==> config.mk <==
export PLATFORM = sky130hd
export DESIGN_NAME = io_subsystem
export DESIGN_NICKNAME = d
export VERILOG_FILES = /design/src/hdl/io_bus_pkg.sv /design/src/hdl/interval_timer.sv /design/src/hdl/io_decoder.sv /design/src/hdl/io_subsystem.sv /design/src/hdl/irq_controller.sv /design/src/hdl/system_control_regs.sv
export SDC_FILE = /design/constraint.sdc
export NUM_CORES = 1
export LEC_CHECK = 0
export BUFFER_PORTS_ARGS = -buffer_cell sky130_fd_sc_hd__buf_2
export CAP_MARGIN = 5
export CORE_AREA = 8 8 105 107
export DETAILED_ROUTE_END_ITERATION = 12
export DIE_AREA = 0 0 113 115
export GPL_TIMING_DRIVEN = 0
export PLACE_DENSITY = 0.85
export SLEW_MARGIN = 0
export SYNTH_ARGS = -nofsm -noshare
export SYNTH_HDL_FRONTEND = slang
export SYNTH_SLANG_ARGS = --single-unit
==> constraint.sdc <==
create_clock -name clk -period 2.2 [get_ports clk]
set_clock_uncertainty 0.05 [all_clocks]
set_input_delay 0.22 -clock clk [delete_from_list [all_inputs] [get_ports clk]]
set_output_delay 0.22 -clock clk [all_outputs]
set_load 0.005 [all_outputs]
==> src/hdl/io_bus_pkg.sv <==
package io_bus_pkg;

    // Request from the CPU data master, held until ack
    typedef struct packed {
        logic        io;        // I/O space access
        logic        access;
        logic        wr_en;
        logic [1:0]  bytesel;
        logic [15:1] addr;      // Word address
        logic [15:0] wdata;
    } io_req_t;

    // Target response, rdata must be zero while ack is low
    typedef struct packed {
        logic        ack;
        logic [15:0] rdata;
    } io_rsp_t;

    // Register word addresses, byte address in the comment
    localparam logic [15:1] ADDR_LEDS      = 15'h7fff; // FFFE
    localparam logic [15:1] ADDR_BIOS_CTRL = 15'h7ff6; // FFEC
    localparam logic [15:1] ADDR_TIMER     = 15'h7ff7; // FFEE
    localparam logic [15:1] ADDR_IRQ_MASK  = 15'h7ffa; // FFF4
    localparam logic [15:1] ADDR_IRQ_CTRL  = 15'h7ffb; // FFF6

    // Interrupt controller
    localparam int          NUM_IRQ         = 8;
    localparam logic [7:0]  IRQ_VECTOR_BASE = 8'h08;

    // Clocks per timer tick
    localparam logic [7:0]  TIMER_PRESCALE  = 8'd4;

    localparam int          NUM_LEDS        = 8;

endpackage

==> src/hdl/interval_timer.sv <==
`timescale 1ns/1ps

module interval_timer
    import io_bus_pkg::*;
(
    input  logic    clk,
    input  logic    rst_n,
    input  logic    sel,
    input  io_req_t io_req,
    output io_rsp_t rsp,
    output logic    timer_intr
);

    logic [15:0] reload;
    logic [15:0] count;
    logic [7:0]  prescale;
    logic        running;
    logic        cycle_en;
    logic        wr_hit;
    logic        tick;

    assign cycle_en = sel & ~rsp.ack;            // First cycle of the access
    assign wr_hit   = cycle_en & io_req.wr_en;
    assign tick     = running && (prescale == TIMER_PRESCALE - 8'd1);

    // Reload value
    always_ff @(posedge clk or negedge rst_n) begin
        if (!rst_n) begin
            reload <= 16'h0000;
        end else if (wr_hit) begin
            reload <= io_req.wdata;
        end
    end

    // Prescaler, restarts on every write
    always_ff @(posedge clk or negedge rst_n) begin
        if (!rst_n) begin
            prescale <= 8'd0;
        end else if (wr_hit || !running || tick) begin
            prescale <= 8'd0;
        end else begin
            prescale <= prescale + 8'd1;
        end
    end

    // Down-counter and sticky interrupt
    always_ff @(posedge clk or negedge rst_n) begin
        if (!rst_n) begin
            count      <= 16'h0000;
            running    <= 1'b0;
            timer_intr <= 1'b0;
        end else if (wr_hit) begin
            count      <= io_req.wdata;
            running    <= (io_req.wdata != 16'h0000); // Zero stops
            timer_intr <= 1'b0;
        end else if (tick) begin
            if (count == 16'h0001) begin
                count      <= reload;
                timer_intr <= 1'b1;
            end else begin
                count <= count - 16'h0001;
            end
        end
    end

    // Bus response
    always_ff @(posedge clk or negedge rst_n) begin
        if (!rst_n) begin
            rsp <= '0;
        end else begin
            rsp.ack   <= cycle_en;
            rsp.rdata <= (cycle_en && !io_req.wr_en) ? count : 16'h0000;
        end
    end

endmodule

==> src/hdl/io_decoder.sv <==
`timescale 1ns/1ps

module io_decoder
    import io_bus_pkg::*;
(
    input  logic    clk,
    input  logic    rst_n,
    input  io_req_t io_req,
    output logic    timer_sel,
    output logic    irq_sel,
    output logic    sysctl_sel,
    output logic    default_sel,
    output io_rsp_t default_rsp
);

    logic io_access;
    logic hit_timer;
    logic hit_irq;
    logic hit_sysctl;

    assign io_access = io_req.io & io_req.access;

    // Address match only, qualified with the access below
    always_comb begin
        hit_timer  = (io_req.addr == ADDR_TIMER);
        // Mask and control share one window, addr[1] picks the register
        hit_irq    = (io_req.addr[15:2] == ADDR_IRQ_MASK[15:2]);
        hit_sysctl = (io_req.addr == ADDR_BIOS_CTRL) ||
                     (io_req.addr == ADDR_LEDS);
    end

    always_comb begin
        timer_sel   = 1'b0;
        irq_sel     = 1'b0;
        sysctl_sel  = 1'b0;
        default_sel = 1'b0;
        if (io_access) begin
            if (hit_timer) begin
                timer_sel = 1'b1;
            end else if (hit_irq) begin
                irq_sel = 1'b1;
            end else if (hit_sysctl) begin
                sysctl_sel = 1'b1;
            end else begin
                default_sel = 1'b1; // Unclaimed, incl. UART/SPI/VGA/PS2
            end
        end
    end

    // Default responder, acks with zero data
    always_ff @(posedge clk or negedge rst_n) begin
        if (!rst_n) begin
            default_rsp <= '0;
        end else begin
            default_rsp.ack   <= default_sel & ~default_rsp.ack; // One ack per access
            default_rsp.rdata <= 16'h0000;
        end
    end

endmodule

==> src/hdl/io_subsystem.sv <==
`timescale 1ns/1ps

module io_subsystem
    import io_bus_pkg::*;
(
    input  logic                clk,
    input  logic                rst_n,
    input  io_req_t             io_req,
    output io_rsp_t             io_rsp,
    input  logic [6:0]          ext_intr,
    output logic                intr,
    output logic                nmi,
    output logic [7:0]          irq_vector,
    output logic                bios_enabled,
    output logic [NUM_LEDS-1:0] leds
);

    logic    timer_sel;
    logic    irq_sel;
    logic    sysctl_sel;
    logic    default_sel;

    io_rsp_t timer_rsp;
    io_rsp_t irq_rsp;
    io_rsp_t sysctl_rsp;
    io_rsp_t default_rsp;

    logic    timer_intr;

    io_decoder io_decoder_i (
        .clk         (clk),
        .rst_n       (rst_n),
        .io_req      (io_req),
        .timer_sel   (timer_sel),
        .irq_sel     (irq_sel),
        .sysctl_sel  (sysctl_sel),
        .default_sel (default_sel),
        .default_rsp (default_rsp)
    );

    interval_timer interval_timer_i (
        .clk        (clk),
        .rst_n      (rst_n),
        .sel        (timer_sel),
        .io_req     (io_req),
        .rsp        (timer_rsp),
        .timer_intr (timer_intr)
    );

    irq_controller irq_controller_i (
        .clk        (clk),
        .rst_n      (rst_n),
        .sel        (irq_sel),
        .io_req     (io_req),
        .rsp        (irq_rsp),
        .intr_in    ({ext_intr, timer_intr}), // Timer is line 0
        .intr       (intr),
        .nmi        (nmi),
        .irq_vector (irq_vector)
    );

    system_control_regs system_control_regs_i (
        .clk          (clk),
        .rst_n        (rst_n),
        .sel          (sysctl_sel),
        .io_req       (io_req),
        .rsp          (sysctl_rsp),
        .bios_enabled (bios_enabled),
        .leds         (leds)
    );

    // Idle targets drive zeros, so a plain OR merges them
    assign io_rsp = timer_rsp | irq_rsp | sysctl_rsp | default_rsp;

endmodule

==> src/hdl/irq_controller.sv <==
`timescale 1ns/1ps

module irq_controller
    import io_bus_pkg::*;
(
    input  logic               clk,
    input  logic               rst_n,
    input  logic               sel,
    input  io_req_t            io_req,
    output io_rsp_t            rsp,
    input  logic [NUM_IRQ-1:0] intr_in,
    output logic               intr,
    output logic               nmi,
    output logic [7:0]         irq_vector
);

    logic [NUM_IRQ-1:0] mask;
    logic [NUM_IRQ-1:0] pending;
    logic               cycle_en;
    logic               ctrl_reg;
    logic [15:0]        rd_val;

    assign cycle_en = sel & ~rsp.ack;
    assign ctrl_reg = io_req.addr[1];    // 0 mask at FFF4, 1 control at FFF6

    // Mask and nmi registers
    always_ff @(posedge clk or negedge rst_n) begin
        if (!rst_n) begin
            mask <= '1;                  // Everything masked
            nmi  <= 1'b0;
        end else if (cycle_en && io_req.wr_en && io_req.bytesel[0]) begin
            if (ctrl_reg) begin
                nmi <= io_req.wdata[0];
            end else begin
                mask <= io_req.wdata[NUM_IRQ-1:0];
            end
        end
    end

    assign pending = intr_in & ~mask;
    assign intr    = |pending;

    // Lowest active line wins
    always_comb begin
        irq_vector = 8'h00;
        for (int i = NUM_IRQ - 1; i >= 0; i--) begin
            if (pending[i]) begin
                irq_vector = IRQ_VECTOR_BASE + 8'(i);
            end
        end
    end

    always_comb begin
        if (ctrl_reg) begin
            rd_val = 16'({nmi, intr_in}); // Raw lines, nmi above them
        end else begin
            rd_val = 16'(mask);
        end
    end

    // Bus response
    always_ff @(posedge clk or negedge rst_n) begin
        if (!rst_n) begin
            rsp <= '0;
        end else begin
            rsp.ack   <= cycle_en;
            rsp.rdata <= (cycle_en && !io_req.wr_en) ? rd_val : 16'h0000;
        end
    end

endmodule

==> src/hdl/system_control_regs.sv <==
`timescale 1ns/1ps

module system_control_regs
    import io_bus_pkg::*;
(
    input  logic                clk,
    input  logic                rst_n,
    input  logic                sel,
    input  io_req_t             io_req,
    output io_rsp_t             rsp,
    output logic                bios_enabled,
    output logic [NUM_LEDS-1:0] leds
);

    logic        cycle_en;
    logic        low_wr;
    logic        is_bios;
    logic [15:0] rd_val;

    assign cycle_en = sel & ~rsp.ack;
    assign low_wr   = cycle_en & io_req.wr_en & io_req.bytesel[0];
    assign is_bios  = (io_req.addr == ADDR_BIOS_CTRL); // Else the LED word

    always_ff @(posedge clk or negedge rst_n) begin
        if (!rst_n) begin
            bios_enabled <= 1'b1;         // Boot from BIOS ROM
            leds         <= '0;
        end else if (low_wr) begin
            if (is_bios) begin
                bios_enabled <= io_req.wdata[0];
            end else begin
                leds <= io_req.wdata[NUM_LEDS-1:0];
            end
        end
    end

    assign rd_val = is_bios ? 16'(bios_enabled) : 16'(leds);

    // Bus response
    always_ff @(posedge clk or negedge rst_n) begin
        if (!rst_n) begin
            rsp <= '0;
        end else begin
            rsp.ack   <= cycle_en;
            rsp.rdata <= (cycle_en && !io_req.wr_en) ? rd_val : 16'h0000;
        end
    end

endmodule

==> summary.md <==
The largest single stage delay on the critical path is 560 ps. The average cell area after synthesis was 10.02 µm². Overall track demand over capacity in global routing: 19.14%.

Setup repair after global routing could not meet its margin everywhere. After detailed routing, the average wire length per cell comes to 18.78 µm. For the share of the yosys chip area belonging to registers, the log shows 53.27%. The first routing iteration left 470 violations. Leaving out fill and tap cells, the most frequent cell in the layout is sky130_fd_sc_hd__dfrtp_1. After routing the design area is 5710 µm². In this run the register-to-register setup slack is -220 ps.

CTS saw 97 sinks. The slowest stage of the critical path is the sky130_fd_sc_hd__or4_4 cell. The worst setup path is captured at a flop. The count of unique library cells instantiated by Yosys was 50; the number of buffers between clock root and the deepest sink was 2. Entering global routing, the biggest net connects 65 pins.

The placed instances occupy a cell area of 5142 µm². The number of antenna violations at the first check in global routing was 0; the relative contribution of the clock network to total power was 41.8%. The tool flagged a number of max-cap violations equal to 0. 0 antenna diodes ended up in the layout. The switching share of power works out to 21.99%.

The clock tree synthesis step divided the H-tree into 3 levels. In this run the tightest slew margin relative to its limit is 46.43%. Among all flip-flop cells after synthesis, the most frequent one is sky130_fd_sc_hd__dfrtp_1.

The TritonCTS buffer count is 9, and the arrival time at the worst endpoint is 2650 ps. The final layout contains 617 nets. The wire length of the first global-routing pass came out at 19,780 µm. The clock reaches the later pin of the worst-skew pair after 360 ps.

Of the available clock period, the critical path in the final layout requires 109.9%. After floorplanning, the core was sized to cover 9459 µm². The die is 115 µm tall. The tools report the number of global-route vias before repair as 4,026. Relative to the synthesized area, the layout overhead comes to 24.73%. In this run the power density over the cells is 584.4 nW/µm². The run gives 0 as the final number of hold-violating endpoints. Before antenna repair, the detailed router went through 5 iterations.

The run gives 457 as the cell count after synthesis. The logs give 12,920 µm for the total wire length and 0.9044 for the global placer's final weighted congestion. The fmax was 413.5 MHz. Detailed routing inserted a total of 4,025 vias. The fraction of registers with async set/reset was 100.0%; the slew at the pin with the worst max-slew slack was 797.4 ps.

The clock root buffer master was sky130_fd_sc_hd__clkbuf_8. The setup slack after layout is -218.2 ps. The HPWL after detailed placement is 8354 µm, and the number of warnings reported in the yosys synthesis log is 0. The initial utilization of the core area, before any placement, comes to 48.40%. TritonCTS built the clock tree. For the required time of the worst setup path, the log shows 2440 ps.

For the placement row count, the log shows 36. Number of synthesized register bits: 97. The clock slew at the register clock pins of the worst setup and hold paths is 90 ps.

The signal on the critical path passes through or4_4 -> buf_6 -> nor4_4 -> buf_4 -> buf_6 -> and2_4 -> o21ai_2 -> a31oi_1. The number of port buffers works out to 74. The run finished, with violations left. Internal power comes to 2.604 mW. Worst setup path category: flop to flop. Gate family responsible for the most delay along the worst path: simple AND/OR/NAND/NOR gates. The worst hold-check path type is primary input to flop. The remaining global-route overflow is 0.

In the layout the commonest cells are sky130_fd_sc_hd__dfrtp_1 (85), sky130_fd_sc_hd__buf_2 (74), sky130_fd_sc_hd__nand2_1 (65). The critical path contains buffers and inverters numbering 3 combined. The worst setup path is launched from a flop.

The ratio of cells with drive above 1 in the final layout was 32.93%. The final reports fail on setup timing. The tools report the tightest hold margin as 34.06 ps. After synthesis the cells add up to 4578 µm².

The net switching power was 733.8 µW. The x dimension of the die came out at 113 µm. In this run the remaining antenna-violating nets after routing total 0. In this run the worst path has a maximum fanout of 5. The part of the power in registers is 53.5%.

The time the final worst path needs with I/O delays and setup is 2418 ps, and the number of remaining DRC errors is 0. The library cell appearing most often on the critical path is sky130_fd_sc_hd__buf_6. The tools report the number of top-level pins as 81. The die covers 13,000 µm².

In this run the static leakage power is 2.901 nW. The setup-violating endpoint count in the final report is 17, and the detail-routed via count per cell is 5.850. The max-slew violation count is 0. The filler cells instantiated in the layout total 766. VDD sags by at most 381.3 µV. The share of total power dissipated in combinational logic is 4.7%.

Counting flops with a built-in enable in the synthesized netlist gives 0.
-- metrics by stage --
| step | setup TNS [ps] | cells | total power, mW | worst slack (ps) | utilization (%) |
|---|---|---|---|---|---|
| after floorplan | -371.8 | 460 | 1.864 | -63.86 | - |
| after global placement | -7063 | 648 | 1.960 | -285.3 | 54.05 |
| after detailed placement | -9414 | 649 | 1.972 | -390.7 | 54.37 |
| after CTS | -1671 | 680 | 3.342 | -132.8 | 58.84 |
| after global routing | -3452 | 688 | 3.440 | -258.9 | 60.37 |
| final | -2638 | 688 | 3.337 | -218.2 | 60.37 |
-- registers in the layout (all words and copies together) (netlist names) --
name and flops:
interval_timer_i.count 16, interval_timer_i.prescale 8, interval_timer_i.reload 16, interval_timer_i.rsp 17, interval_timer_i.running 1, interval_timer_i.timer_intr 1
io_decoder_i.default_rsp 1, irq_controller_i.mask 8, irq_controller_i.nmi 1, irq_controller_i.rsp 10, system_control_regs_i.bios_enabled 1, system_control_regs_i.leds 8
system_control_regs_i.rsp 9
-- synth_stat cells (all sizes together) (4+ instances only) --
cell / n / share of area (%)
nand2b: 4 / 0.55
o211ai: 4 / 0.66
mux2i: 9 / 2.0
a31oi: 4 / 0.55
a21oi: 13 / 1.4
or4: 6 / 1.1
nor2b: 5 / 0.68
or3: 12 / 1.6
nand3: 8 / 0.87
inv: 10 / 0.82
xnor2: 9 / 1.7
buf: 17 / 2.6
nor2: 35 / 2.9
o21ai: 24 / 2.6
nor4: 13 / 2.0
mux2: 18 / 4.4
nor3: 19 / 2.1
dfrtp: 88 / 48
nand2: 65 / 5.3
and2: 24 / 3.3
or2: 5 / 0.68
dfstp: 9 / 5.2
clkbuf: 15 / 1.2
-- power groups by stage --
stage | registers, mW | logic (mW) | clock network (mW)
2_1_floorplan | 1.82 | 0.0449 | 0
3_3_place_gp | 1.82 | 0.141 | 0
3_5_place_dp | 1.82 | 0.153 | 0
4_1_cts | 1.78 | 0.155 | 1.40
5_1_grt | 1.78 | 0.175 | 1.48
6_report | 1.78 | 0.157 | 1.40
-- path summary, 6_finish.rpt --
| path | endpoint | start | depth (start not counted) |
|---|---|---|---|
| setup / recovery | interval_timer_i.count[12] | interval_timer_i.count[9] | 8 |
| hold / removal | interval_timer_i.reload[14] | io_req[14] | 3 |
| setup reg to reg | interval_timer_i.count[12] | interval_timer_i.count[9] | 8 |
| hold reg to reg | io_decoder_i.default_rsp[16] | io_decoder_i.default_rsp[16] | 1 |
| max in group asynchronous | irq_controller_i.mask[4] | rst_n | 3 |
| min in group asynchronous | system_control_regs_i.leds[1] | rst_n | 2 |
-- layer usage --
metal / GRT usage (%) / routed length, µm
met4: 10.57 / 576
met5: 0 / 0
met1: 23.02 / 4762
met3: 3.414 / 1201
met2: 32.10 / 6383
-- cells by family (layout without fill, tap and decap cells) --
logic type / Yosys count / count (layout) / synth area share [%]
other: 1 / 4 / 0.08191
AND/OR/NAND/NOR: 211 / 211 / 23.75
AO/OA/AOI/OAI: 64 / 64 / 8.773
adder cells (fa/ha/maj): 3 / 3 / 0.8200
multiplexers: 27 / 27 / 6.395
XOR/XNOR: 12 / 12 / 2.296
buffers and inverters: 42 / 156 / 4.619
flip-flops: 97 / 97 / 53.27
-- worst register-to-register path: stages (launching register included) --
cell and delay, ps:
sky130_fd_sc_hd__dfrtp_2 420, sky130_fd_sc_hd__or4_4 560, sky130_fd_sc_hd__buf_6 150, sky130_fd_sc_hd__nor4_4 450, sky130_fd_sc_hd__buf_4 200, sky130_fd_sc_hd__buf_6 130, sky130_fd_sc_hd__and2_4 150, sky130_fd_sc_hd__o21ai_2 50
sky130_fd_sc_hd__a31oi_1 190
-- what timing repair did --
action / in CTS / in global routing
hold buffers: 1 / 0
setup endpoints to repair: 17 / 34
buffers inserted: 14 / 9
pin swaps: 13 / 7
gates cloned: 2 / 0
resized for setup: 26 / 31
endpoints found under the hold margin: 28 / 0
-- layout make-up --
type | instances | area [µm²] | share of cell area, %
sequential | 97 | 2442 | 42.77
tap | 114 | 142.6 | 2.498
clock buffer | 10 | 127.6 | 2.235
clock inverter | 6 | 115.1 | 2.016
buffer | 29 | 181.4 | 3.177
timing repair buffer | 101 | 613.1 | 10.74
multi-input combinational | 321 | 2051 | 35.91
inverter | 10 | 37.54 | 0.6573
(Power assumes the default switching activity.)
